## src/logic/dcache_pkg.sv

```systemverilog
//########################################
// Data cache write port definitions
// Widths and types of address, data and
// byte mask seen by the cache
//########################################

package dcache_pkg;

    // One cache word
    localparam int unsigned ADDR_W = 32;
    localparam int unsigned DATA_W = 32;

    // One mask bit per data byte
    localparam int unsigned MASK_W = DATA_W / 8;

    typedef logic [ADDR_W-1:0] addr_t;
    typedef logic [DATA_W-1:0] data_t;
    typedef logic [MASK_W-1:0] mask_t;

endpackage : dcache_pkg

```

## src/logic/stb_pkg.sv

```systemverilog
//########################################
// Store buffer definitions
// Entry layout, default depth and the
// cache controller state encoding
//########################################

package stb_pkg;

    // Default number of entries, power of two
    localparam int unsigned STB_DEPTH = 8;

    // One buffered store as it leaves the load-store unit
    typedef struct packed {
        dcache_pkg::addr_t addr;
        dcache_pkg::data_t data;
        dcache_pkg::mask_t mask;   // Byte enables
    } stb_entry_t;

    // Drain FSM
    typedef enum logic {
        IDLE           = 1'b0,
        SB_CACHE_WRITE = 1'b1   // Buffer owns the cache write port
    } stb_state_t;

endpackage : stb_pkg

```

## src/logic/stb_ifs.sv

```systemverilog
//########################################
// Store buffer internal buses
// Pointer bus and cache write port
//########################################

`timescale 1ns/10ps

interface stb_ptr_if #(
    parameter int unsigned DEPTH = stb_pkg::STB_DEPTH
);
    localparam int unsigned PTR_W = $clog2(DEPTH);

    logic             push;     // Store accepted this cycle
    logic             pop;      // Head entry written to cache
    logic [PTR_W-1:0] wr_ptr;
    logic [PTR_W-1:0] rd_ptr;
    logic             empty;
    logic             full;

    modport counter    (output push, wr_ptr, rd_ptr, empty, full, input pop);
    modport datapath   (input push, wr_ptr, rd_ptr);
    modport controller (input empty, output pop);
endinterface : stb_ptr_if

interface dcache_wr_if;
    import dcache_pkg::*;

    logic  req;
    logic  owned;   // Store buffer holds the write port
    logic  ack;     // One-cycle pulse from the cache
    addr_t addr;
    data_t data;
    mask_t mask;

    modport controller (output req, owned, input ack);
    modport datapath   (output addr, data, mask, input req);
    modport top        (input req, owned, addr, data, mask, output ack);
endinterface : dcache_wr_if

```

## src/logic/stb_ptr_counter.sv

```systemverilog
//########################################
// Store buffer pointer counter
// Write/read pointers, occupancy and the
// registered empty and full flags
//########################################

`timescale 1ns/10ps

module stb_ptr_counter #(
    parameter int unsigned DEPTH = stb_pkg::STB_DEPTH
) (
    input  logic          clk,
    input  logic          rst_n,
    input  logic          store_valid,
    stb_ptr_if.counter    ptr
);
    localparam int unsigned PTR_W = $clog2(DEPTH);
    localparam int unsigned CNT_W = PTR_W + 1;

    logic [CNT_W-1:0] count;
    logic [CNT_W-1:0] count_nxt;

    // Only place a store gets accepted
    assign ptr.push = store_valid && !ptr.full;

    always_comb begin
        case ({ptr.push, ptr.pop})
            2'b10:   count_nxt = count + 1'b1;
            2'b01:   count_nxt = count - 1'b1;
            default: count_nxt = count;    // Idle or push and pop together
        endcase
    end

    always_ff @(posedge clk or negedge rst_n) begin
        if (!rst_n) begin
            ptr.wr_ptr <= '0;
            ptr.rd_ptr <= '0;
            count      <= '0;
            ptr.empty  <= 1'b1;
            ptr.full   <= 1'b0;
        end else begin
            if (ptr.push) begin
                ptr.wr_ptr <= ptr.wr_ptr + 1'b1;   // Wraps at DEPTH
            end
            if (ptr.pop) begin
                ptr.rd_ptr <= ptr.rd_ptr + 1'b1;
            end
            count     <= count_nxt;
            ptr.empty <= (count_nxt == '0);
            ptr.full  <= (count_nxt == CNT_W'(DEPTH));
        end
    end

    // Controller must never drain an empty buffer
    a_no_pop_when_empty: assert property (
        @(posedge clk) disable iff (!rst_n) ptr.pop |-> !ptr.empty
    );

    a_count_bounded: assert property (
        @(posedge clk) disable iff (!rst_n) count <= CNT_W'(DEPTH)
    );

endmodule : stb_ptr_counter

```

## src/logic/stb_datapath.sv

```systemverilog
//########################################
// Store buffer datapath
// Entry array written at the write
// pointer, head entry onto the cache port
//########################################

`timescale 1ns/10ps

module stb_datapath #(
    parameter int unsigned DEPTH = stb_pkg::STB_DEPTH
) (
    input  logic                clk,
    input  logic                rst_n,
    input  stb_pkg::stb_entry_t store_in,
    stb_ptr_if.datapath         ptr,
    dcache_wr_if.datapath       cache
);
    import stb_pkg::*;

    stb_entry_t entries [DEPTH];
    stb_entry_t head;

    // Payload only, no reset needed
    always_ff @(posedge clk) begin
        if (ptr.push) begin
            entries[ptr.wr_ptr] <= store_in;
        end
    end

    // Oldest store, selected straight from the read pointer
    assign head = entries[ptr.rd_ptr];

    assign cache.addr = head.addr;
    assign cache.data = head.data;
    assign cache.mask = head.mask;

    // A pending request must see the same store until it is acknowledged
    a_payload_stable: assert property (
        @(posedge clk) disable iff (!rst_n)
        (cache.req ##1 cache.req) |-> $stable({cache.addr, cache.data, cache.mask})
    );

endmodule : stb_datapath

```

## src/logic/stb_cache_controller.sv

```systemverilog
//########################################
// Store buffer cache controller
// Drains entries to the data cache with a
// req/ack handshake, oldest first
//########################################

`timescale 1ns/10ps

module stb_cache_controller (
    input  logic             clk,
    input  logic             rst_n,
    stb_ptr_if.controller    ptr,
    dcache_wr_if.controller  cache
);
    import stb_pkg::*;

    stb_state_t state;
    stb_state_t next_state;

    always_ff @(posedge clk or negedge rst_n) begin
        if (!rst_n) begin
            state <= IDLE;
        end else begin
            state <= next_state;
        end
    end

    always_comb begin
        next_state  = state;
        cache.req   = 1'b0;
        cache.owned = 1'b0;
        ptr.pop     = 1'b0;

        case (state)
            IDLE: begin
                if (!ptr.empty) begin
                    cache.req   = 1'b1;   // First request of a burst
                    cache.owned = 1'b1;
                    next_state  = SB_CACHE_WRITE;
                end
            end

            SB_CACHE_WRITE: begin
                if (cache.ack) begin
                    // Head written so req drops and the entry retires
                    cache.owned = 1'b1;
                    ptr.pop     = 1'b1;
                end else if (!ptr.empty) begin
                    cache.req   = 1'b1;
                    cache.owned = 1'b1;
                end else begin
                    next_state  = IDLE;   // Drained and the port is released
                end
            end

            default: begin
                next_state = IDLE;
            end
        endcase
    end

    // An entry retires only on the ack that answers a request
    a_pop_on_ack: assert property (
        @(posedge clk) disable iff (!rst_n)
        ptr.pop |-> cache.ack && $past(cache.req)
    );

    // No request is withdrawn before the cache answers
    a_req_held: assert property (
        @(posedge clk) disable iff (!rst_n)
        cache.req |=> cache.req || cache.ack
    );

endmodule : stb_cache_controller

```

## src/logic/store_buffer.sv

```systemverilog
//########################################
// Store buffer top level
// Load-store unit stores in, ordered
// cache writes out
//########################################

`timescale 1ns/10ps

module store_buffer #(
    parameter int unsigned DEPTH = stb_pkg::STB_DEPTH
) (
    input  logic              clk,
    input  logic              rst_n,

    // Load-store unit side
    input  logic              store_valid,
    input  dcache_pkg::addr_t store_addr,
    input  dcache_pkg::data_t store_data,
    input  dcache_pkg::mask_t store_mask,
    output logic              stb_full,

    // Data cache side
    output logic              dcache_req,
    output dcache_pkg::addr_t dcache_addr,
    output dcache_pkg::data_t dcache_data,
    output dcache_pkg::mask_t dcache_mask,
    output logic              dcache_owned,
    input  logic              dcache_ack
);
    import stb_pkg::*;

    stb_entry_t store_entry;

    stb_ptr_if #(.DEPTH(DEPTH)) ptr_bus ();
    dcache_wr_if                cache_bus ();

    assign store_entry = '{addr: store_addr, data: store_data, mask: store_mask};

    stb_ptr_counter #(.DEPTH(DEPTH)) u_counter (
        .clk         (clk),
        .rst_n       (rst_n),
        .store_valid (store_valid),
        .ptr         (ptr_bus.counter)
    );

    stb_datapath #(.DEPTH(DEPTH)) u_datapath (
        .clk      (clk),
        .rst_n    (rst_n),
        .store_in (store_entry),
        .ptr      (ptr_bus.datapath),
        .cache    (cache_bus.datapath)
    );

    stb_cache_controller u_controller (
        .clk   (clk),
        .rst_n (rst_n),
        .ptr   (ptr_bus.controller),
        .cache (cache_bus.controller)
    );

    assign stb_full      = ptr_bus.full;   // Holds off the store source
    assign dcache_req    = cache_bus.req;
    assign dcache_addr   = cache_bus.addr;
    assign dcache_data   = cache_bus.data;
    assign dcache_mask   = cache_bus.mask;
    assign dcache_owned  = cache_bus.owned;
    assign cache_bus.ack = dcache_ack;

endmodule : store_buffer

```

## config.mk

```make
export PLATFORM = sky130hd
export DESIGN_NAME = store_buffer
export DESIGN_NICKNAME = d
export VERILOG_FILES = /design/src/logic/dcache_pkg.sv /design/src/logic/stb_pkg.sv /design/src/logic/stb_ifs.sv /design/src/logic/stb_ptr_counter.sv /design/src/logic/stb_datapath.sv /design/src/logic/stb_cache_controller.sv /design/src/logic/store_buffer.sv
export SDC_FILE = /design/constraint.sdc
export NUM_CORES = 1
export LEC_CHECK = 0
export BUFFER_PORTS_ARGS = -buffer_cell sky130_fd_sc_hd__clkbuf_2
export CORE_UTILIZATION = 55
export DETAILED_ROUTE_END_ITERATION = 10
export MAX_ROUTING_LAYER = met4
export PLACE_DENSITY = 0.82
export SETUP_SLACK_MARGIN = 0.5
export SLEW_MARGIN = 20
export SYNTH_ARGS = -nofsm -noshare
export SYNTH_HDL_FRONTEND = slang
export SYNTH_SLANG_ARGS = --single-unit
export TNS_END_PERCENT = 1
```

## constraint.sdc

```tcl
create_clock -name clk -period 10.4 [get_ports clk]
set_input_delay 1.04 -clock clk [delete_from_list [all_inputs] [get_ports clk]]
set_output_delay 1.04 -clock clk [all_outputs]
set_load 0.05 [all_outputs]
```

# After elaboration in Yosys (flattened, before gate mapping)
# Memories as Yosys holds them, arrays and structs flattened.
# Index checks and enable logic that the tools add are counted.
dict set report classes {
  n_addsub 4
  n_eq_ne 3
  mux 10
  bitwise_logic 1
  reduce_logical 3
}
# cell count
set ops {}
lappend ops {{$pmux 4 s2} 1}
lappend ops {{$mux 1} 7}
lappend ops {{$add 3x1->3 const B} 2}
lappend ops {{$add 4x1->4 const B} 1}
lappend ops {{$eq 4x4->1 const B} 1}
lappend ops {{$logic_not 4->1} 1}
lappend ops {{$pmux 1 s2} 2}
lappend ops {{$sub 4x1->4 const B} 1}
lappend ops {{$eq 2x1->1 const B} 1}
lappend ops {{$eq 2x2->1 const B} 1}
lappend ops {{$logic_and 1x1->1} 1}
lappend ops {{$logic_not 1->1} 1}
lappend ops {{$not 1->1} 1}
dict set report word_totals {
  register_bits 13
  ram_bits 544
  in_bits 72
  output_inout_bits 71
  elab_cells 28
  n_memories 1
}
# memory words word_bits rd rd_clocked_by_memory_dff wr line_no
set memory_table {}
lappend memory_table {u_datapath.entries 8 68 1 0 1 stb_datapath.sv:20} ;# stb_entry_t entries [DEPTH];

# Logic depth before layout (Yosys ltp)
# Gate-level depths: netlist of run 1.
dict set report logic_depth {
  ltp_word 5
  depth_mapped 11
  depth_no_buf 10
}

# Cells and area by module
# A second synthesis of run 1 with hierarchy kept.
dict set report unflattened {
  hier_cells 856
  area_unflattened_um2 21127.8
}
# mod instances cells_per_inst area_each_um2
set modules_own_cells {}
lappend modules_own_cells {stb_datapath 1 799 20435.8}
lappend modules_own_cells {stb_ptr_counter 1 53 645.6}
lappend modules_own_cells {stb_cache_controller 1 4 46.3}

# Least setup slack after synthesis of run 1
# OpenSTA, ideal clock, no wires.
dict set report synth_timing {
  path_kind {input to register}
  from {input store_valid}
  to {memory u_datapath.entries[0][0] (netlist bit) (enable)}
  setup_ns 0.661
  arrival_ns 7.788
  required_time_ns 9.739
  setup_slack_ns 1.950
  cell_stages 4
  n_path_buf 1
  cell_sequence {nor2b_4 > buf_6 > inv_2 > nor4_1}
}
dict set report synth_between {
  elab_chain_cells 3
}
# element line_no
set synth_rtl {}
lappend synth_rtl {{start, declared} store_buffer.sv:16} ;# input logic store_valid,
lappend synth_rtl {{$logic_and 1x1->1} stb_ptr_counter.sv:24} ;# assign ptr.push = store_valid && !ptr.full;
lappend synth_rtl {{$mux 1} stb_datapath.sv:25} ;# if (ptr.push) begin
lappend synth_rtl {{$mux 1 (implied by the code)} stb_datapath.sv:26} ;# entries[ptr.wr_ptr] <= store_in;
lappend synth_rtl {{end, declared} stb_datapath.sv:20}
# No other way between the ends.

# Final worst setup path of run 1
dict set report layout_timing {
  from {register u_counter.ptr.rd_ptr[0]}
  to {output dcache_addr[19]}
}
dict set report layout_between {
  elab_chain_cells 1
}
# element line_no
set layout_rtl {}
lappend layout_rtl {{start, declared} stb_ifs.sv:20} ;# modport counter (output push, wr_ptr, rd_ptr, empty, full, input pop);
lappend layout_rtl {{start signal, assigned} stb_ptr_counter.sv:46} ;# ptr.rd_ptr <= ptr.rd_ptr + 1'b1;
lappend layout_rtl {{$mem_v2 8x68} --}
lappend layout_rtl {{end, declared} store_buffer.sv:24} ;# output dcache_pkg::addr_t dcache_addr,
# No other way between the ends.

==> metrics list, run 1 <==
* Outcome: complete, no violations
* Area taken by flip-flops and latches: around 17000 µm²
- For this run, the register share of the synthesized area comes to 0.791.
- The total count of hold-check failures in the final report came to 0.
- Counting cells, the worst reg-to-reg path comes to 4.
- Commonest cells after routing, fill and taps aside: 544 x edfxtp_1, 142 x clkbuf_2, 136 x mux4_2
- The setup check on the worst reg-to-reg path leaves a slack of around 7400 ps.
* Register bit count reported by yosys: roughly 560
- Number of buffers on the longest clock path: 3
* Largest net degree at the start of global routing: approximately 70
- Minimum period implied by the final worst setup slack: approximately 4600 ps
* Global-route usage over all layers: 0.209
- The average instance in the mapped netlist occupies 24.5 µm².
- Port Buffers: between 100 and 150
- Across the VDD grid, the largest voltage drop is ~0.20 mV.
- Nature of the critical path startpoint: flip-flop
- For the worst-skew pair, the clock arrives at the later sink with an insertion delay of roughly 570 ps.
- After detailed placement, the design holds a cell count of 1490.
- In the final layout, the share of cells above drive strength 1 is 0.420.
- In the routed layout, each cell is associated on average with a via count of just under 6.
* Wire per inst: between 20 and 25 µm
- Final Skew: 11.7 ps
- Num CTS Buffers: 53
- Number of antenna-violating nets in the routed design: 0
- First-pass DRT Iterations: 4
* Floorplan core area: around 38000 µm²
- Number of setup violations in the final report: 0
- Data arrives at the worst endpoint at roughly 3600 ps.
* Detailed Route WL: 38.7 mm
* Multi-input logic area: about 4300 µm²
- The initial utilization of the core area, before any placement, comes to 0.559.
* Depth of the CTS H-tree: 2
* Cell area after synthesis: between 20000 and 25000 µm²
- TritonCTS built the clock tree.
- Number of warnings reported in the yosys synthesis log: 0
- After detailed routing, the number of remaining DRC violations is 0.
* Clock Sinks: 557
- The critical path is of the reg -> out type.
* Fraction of registers with async set/reset: 0.0233
- Total of hold buffers inserted after clock tree synthesis: 0
* Number of top-level pins: 143
- Sorting the synthesized cells by area gives the leading types as edfxtp_1 78%, mux4_2 15%, mux2_2 3.7%.
- Clock tree root driver cell: clkbuf_16
- Post-CTS repair changed the size of 0 cells.
- Count of maximum capacitance violations: 0
* Ratio of final minimum period to clock period: 0.445
- The wire-length estimate of the detail-placed layout is approximately 20 mm.
* Initial antenna violation count: 2
- The library cell used most frequently in the layout, excluding fill and tap cells, is edfxtp_1.
* Least-Margin Pin Slew: 1070 ps
- Syn nets: 936
* Leakage power summed over all cells: around 7.8 nW
* Critical path data required time: ~9400 ps
- For this block, the initial DRC count from the detailed router was between 500 and 600.
- The die covers 39100 µm².
* Dominant register cell in the synthesized netlist: edfxtp_1
- Setup crit start: u_counter.ptr.rd_ptr[0]
* Power density relative to cell area: about 310 nW/µm²
* Number of enable flip-flop cells after synthesis: roughly 540
- Routability congestion estimate: 0.731
- Die height: around 200 µm
- In this run the core area contains 71 standard-cell rows.
- The synthesized netlist contains 33 unique library cells.
* Hold Path Class: in -> async
- Startpoint of the most critical register-to-register path: u_counter.ptr.full
- Top cell type's share of synthesized area: 0.776
- The final-report max-slew violation count came to 0.
- After global routing the overflow that remains totals 0.
- After technology mapping, the gate count stands at 860.
- For this run, the number of standard cells in the final layout without fillers is approximately 1600.
- Setup repair after global routing left no endpoint under its margin.
* Type of destination of the critical path: output port
* Fmax achieved: 0.216 GHz
* Die width: approximately 200 µm
* Normalized max-slew margin: 0.288
- Clock Pin Slew Worst Setup and Hold Paths: 60 ps
- Count of filler cells inserted in the layout: approximately 2500
* Layout-stage area growth over the synthesis result: 14.3%
- At the end of the flow, the number of nets in the layout was 1110.
* Global-route wire length before repair: slightly below 60 mm
- The number of setup buffers added after CTS is 0.
- CP max FO: 44
* Number of global-route vias before repair: 9830
- Post-Route Setup TNS: 0 ps
- The synthesized design spends more area on one cell type than any other, namely edfxtp_1.
* DR vias: between 9000 and 10000
==> worst paths after layout <==
check / end
worst max-delay path: dcache_addr[19]
worst min register to register: u_counter.count[3]
max in group asynchronous: u_counter.ptr.empty
worst max register to register: u_datapath.entries[7][34]
worst min-delay path: u_counter.ptr.rd_ptr[0]
min in group clk: u_counter.count[3]
==> cell usage after synthesis, drive strengths merged, types with 3 or more instances <==
library cell	number
clkbuf	17
dfrtp	12
mux2	69
xnor2	7
mux4	136
ha	4
inv	3
nand2	13
nor2	7
nor3	4
edfxtp	544
buf	23
==> flip-flops by register name, indices dropped and copies added (netlist names) <==
register              flops
u_counter.ptr.rd_ptr      3
u_counter.ptr.full        1
u_datapath.entries      544
u_counter.ptr.empty       1
u_counter.count           4
u_controller.state        1
u_counter.ptr.wr_ptr      3
==> stage by stage <==
| stage | total power, mW | utilization | instance area, µm² | hold WS, ps | worst slack [ps] |
|---|---|---|---|---|---|
| 3_5_place_dp | 5.75 | 0.595 | 22400 | 466 | 6130 |
| 4_1_cts | 7.57 | 0.639 | 24100 | 357 | 5520 |
| 6_report | 7.48 | 0.639 | 24100 | 370 | 5770 |
| 5_1_grt | 7.78 | 0.639 | 24100 | 373 | 5450 |
| 3_3_place_gp | 5.70 | 0.595 | 22400 | 462 | 6150 |
| 2_1_floorplan | 5.15 | - | 21100 | 446 | 1950 |
==> report_power, final <==
group,internal [mW],total (mW),switching (mW)
sequential,2.84,3.07,0.229
clock,1.04,1.81,0.774
combinational,0.957,2.61,1.65
==> kinds of logic (layout without fill, tap and decap cells) <==
family,after synthesis,after routing,share of synthesized area
AO/OA/AOI/OAI,8,8,0.00279
XOR/XNOR,8,8,0.00333
adder cells (fa/ha/maj),4,4,0.00238
buffers and inverters,43,257,0.00885
flip-flops,557,557,0.791
multiplexers,205,205,0.182
other,0,2,0
AND/OR/NAND/NOR,35,35,0.00886
==> routing by layer <==
metal	global-route usage	vias to the layer above	part of all wire
met5	-	-	0
met4	0.0586	0	0.019
met3	0.0338	61	0.051
met2	0.338	281	0.51
met1	0.279	4917	0.42
li1	-	4016	-
==> layout make-up <==
cell class,count,share of cell area
clock inverter,31,0.00962
antenna,2,0.000208
sequential,557,0.693
tap,511,0.0266
multi-input combinational,260,0.177
inverter,3,0.000468
timing repair buffer,159,0.0350
clock buffer,64,0.0586
==> critical path: stages, from the launching register on <==
cell	delay, ps
dfrtp_4	980
buf_4	810
mux4_2	580
mux2_2	320
clkbuf_2	250
Power figures use the tool's default switching activity.
==> run 2: changes to the inputs <==
- ABC_AREA: not set -> 1
- CORE_UTILIZATION: 55 -> 54
- PLACE_DENSITY: 0.82 -> 0.83
- clock period: 10.4 -> 3.8 ns (I/O delays scaled with it)
==> metrics list, run 2 <==
* Layout-stage area growth over the synthesis result: 13.2%
* Count of filler cells inserted in the layout: 2759 (+10%)
- The count of flip-flops with a built-in enable after synthesis was 544 (unchanged).
- TritonCTS built the clock tree.
* Post-Route Setup TNS: 0 ps (unchanged)
- Largest vdd supply drop: 0.823 mV (+320%)
- The area enclosed by the die boundary came to 40900 µm² (+4.7%).
* Hold Path Class: in -> reg
- The post-synthesis net count came to 1705 (+82%).
- The number of DRC markers in iteration 0 was 1235 (+120%).
- Wire per inst: 20.1 µm (-18%)
* DPL Wire Length: 24.4 mm (+20%)
- Highest metal layer with signal wires: met4
- The met1 wire length is 19.1 mm (+17%).
* Minimum period implied by the final worst setup slack: between 3000 and 4000 ps
- RSZ-0062 raised after global routing: false
* Count of standard-cell rows: 72 (+1.4%)
- Cell area after synthesis: 21600 µm² (+2.8%)
* Top Registers: u_datapath.entries: 544 flops, u_counter.count: 4 flops
- Leading cell types by count after synthesis: 544 x edfxtp_1, 489 x nor2_1, 230 x o21ai_0
- Global-route wire length before repair: 71.5 mm (+23%)
- u_datapath.entries holds more flip-flops than any other register.
* Top cell type's share of synthesized area: 0.755 (-0.0213)
* Post-route cell area: 24500 µm² (+1.8%)
* Remaining global-route overflow: 0 (unchanged)
- Nature of the critical path startpoint: flip-flop
* First-pass DRT Iterations: 7 (+3)
- The number of nets in the layout came to 1831 (+65%).
* Port Buffers: 142 (unchanged)
- For this run, the top clock speed supported by timing is 0.309 GHz.
- The root buffer cell chosen for the clock tree is clkbuf_16.
* Commonest cells after routing, fill and taps aside: 544 x edfxtp_1, 481 x nor2_1, 230 x o21ai_0
- The maximum number of pins on one net before global-route repair was 160 (+120%).
- The number of standard cells after synthesis came to 1629 (+89%).
- The reported leakage power came to 8.25 nW (+5.4%).
* Commonest non-fill, non-tap cell in the layout: edfxtp_1
* Fraction of layout cells with a size suffix above 1: 0.147 (-0.273)
- Residual DRC: 0 (unchanged)
* Effective utilization at floorplan: 0.554 (-0.00526)
- Number of buffers on the longest clock path: 3 (unchanged)
* Hold_ws: 61.3 ps (-308 ps)
- The final total power is 21.9 mW (+190%).
- Critical path data required time: 3420 ps (-5940 ps)
- The peak per-stage delay on the critical path came to 480 ps (-500 ps).
- Routability congestion estimate: 0.784 (+7.3%)
- The area after detailed placement came to 22900 µm² (+2.0%).
- The number of CTS-inserted buffers came to 54 (+1.9%).
* Outcome: complete, no violations
* Most common cell in the netlist: edfxtp_1
* Fraction of registers with async set/reset: 0.0233 (unchanged)
* Initial antenna violation count: 3 (+1)
- In the synthesized netlist the dominant register cell turns out to be edfxtp_1.
* Final Skew: 16.2 ps (+4.54 ps)
- Critical path type: reg -> out
- The aggregate global-route resource usage was 0.234 (+0.0254).
- The critical path goes through buf_12 > o21ai_0 > o22ai_1 > nor2_1 > a31oi_1 > clkbuf_2.
- Final hold violation count: 0 (unchanged)
- The buffering stage count on the worst path with inverters included is 2 (unchanged).
- The final-report max-slew violation count was 0 (unchanged).
- WP data arrival: 2850 ps (-740 ps)
- The die boundary width was 202 µm (+2.3%).
- Yosys attributes the largest share of cell area to edfxtp_1 75%, nor2_1 8.5%, o21ai_0 5.3%.
* Count of maximum capacitance violations: 0 (unchanged)
* Clock Sinks: 557 (unchanged)
- The relative slew slack is 0.425 (+0.137).
- Type of destination of the critical path: output port
- The count of cell types in the netlist came to 24 (-27%).
- The routed length on met2 was 23.3 mm (+18%).
* Sequential fraction of the synthesis area: 0.770 (-0.0217)
- CP max FO: 159 (+260%)
- Number of antenna-violating nets in the routed design: 0 (unchanged)
- The boundary pin count is 143 (unchanged).
* Depth of the CTS H-tree: 2 (unchanged)
* Number of setup violations in the final report: 0 (unchanged)
* Delay-heaviest family, CP: buffers and inverters
- Power density relative to cell area: 893 nW/µm² (+190%)
- Register bit count reported by yosys: 557 (unchanged)
- Of the available clock period, the critical path in the final layout requires 0.851.
- The final routed wirelength across all metal layers was 46.5 mm (+20%).
- The post-CTS clock slew at the launch and capture registers of the worst setup and hold paths is 60 ps (about the same).
* Number of flip-flops in the largest register: 544 (unchanged)
- The number of standard cells in the layout, taps in and fillers out is 2316 (+46%).
- The via count came to 13400 (+45%).
- The clock latency on the worst-skew pair is 590 ps (+20 ps).
- For this design, the slowest cell found on the critical path is dfrtp_4.
* Number of global-route vias before repair: 13400 (+36%)
- The number of instances in the placed design was 2216 (+49%).
- Floorplan core area: 39100 µm² (+3.8%)
- Number of warnings reported in the yosys synthesis log: 0 (unchanged)
* Biggest area consumer among synthesized cells: edfxtp_1
* Detailed route wirelength on metal3: 3.10 mm (+56%)
* Drt via density: 5.80 (-0.76%)
* Least-Margin Pin Slew: 862 ps (-204 ps)
* Die height: 202 µm (+2.3%)
- Mean cell area of the mapped netlist: 13.3 µm² (-46%)
run 2: cell types whose count changed after synthesis, moves of 11 or more:
| cell | change |
|---|---|
| o21ai_1 | +47 |
| a31oi_1 | +68 |
| nor2_1 | +482 |
| clkbuf_1 | +29 |
| mux2_2 | -69 |
| inv_1 | +11 |
| buf_4 | +11 |
| nand2_1 | +16 |
| mux4_2 | -136 |
| o22ai_1 | +67 |
| buf_6 | +15 |
| o21ai_0 | +228 |
run 2: cells by family after synthesis:
family                   Yosys count  synth area share
flip-flops                       557             0.770
AND/OR/NAND/NOR                  528            0.0923
AO/OA/AOI/OAI                    414             0.104
buffers and inverters            120            0.0297
XOR/XNOR                           6           0.00243
adder cells (fa/ha/maj)            4           0.00231
run 2: final cells by class:
class                   instances  area (µm²)  share of cell area
inverters                      15        71.3             0.00291
flip-flops and latches        557       16700               0.681
repair buffers                175        1100              0.0450
multi-input cells             952        4400               0.180
clock buffers                  71        1440              0.0586
diodes                          3        7.51            0.000306
clock inverters                25         158             0.00644
well taps                     518         648              0.0265
run 2: report_power, final:
part	leakage, nW	switching [mW]	internal [mW]
Combinational	2.39	6.87	2.13
Clock	0.773	2.13	2.72
Sequential	5.09	0.238	7.80
run 2: final timing paths:
| path | from | end | slack (ps) | depth (start not counted) |
|---|---|---|---|---|
| worst min register to register | u_counter.ptr.empty | u_controller.state | 490 | 1 |
| worst max-delay path | u_counter.ptr.rd_ptr[0] | dcache_addr[31] | 570 | 6 |
| min in group asynchronous | rst_n | u_counter.ptr.rd_ptr[2] | 260 | 2 |
| worst max register to register | u_counter.ptr.full | u_datapath.entries[4][7] | 1390 | 5 |
| max in group asynchronous | rst_n | u_counter.ptr.empty | 3230 | 2 |
| worst min-delay path | store_addr[19] | u_datapath.entries[0][55] | 60 | 1 |
run 2: stage by stage:
step / util / worst slack (ps)
after floorplan: - / -541
after global routing: 0.627 / 522
after CTS: 0.626 / 517
after global placement: 0.585 / 1220
after detailed placement: 0.585 / 1220
final: 0.627 / 567
run 2: repair_timing:
action,in CTS,in global routing
setup buffers,0,0
endpoints found under the hold margin,13,0
gates resized for setup,0,3
endpoints found under the setup margin,0,17
hold buffers,1,0
run 2: layer usage:
metal	track usage	up-vias
met5	-	-
met4	0.0873	0
met3	0.0364	81
met2	0.380	518
met1	0.301	6632
li1	-	6201
run 2: worst register-to-register path: cells and delay by family, from the launching register on:
kind / cells / cell delay [ps]
DFF: 1 / 380
buffers and inverters: 2 / 360
and+or+nand+nor: 3 / 1340
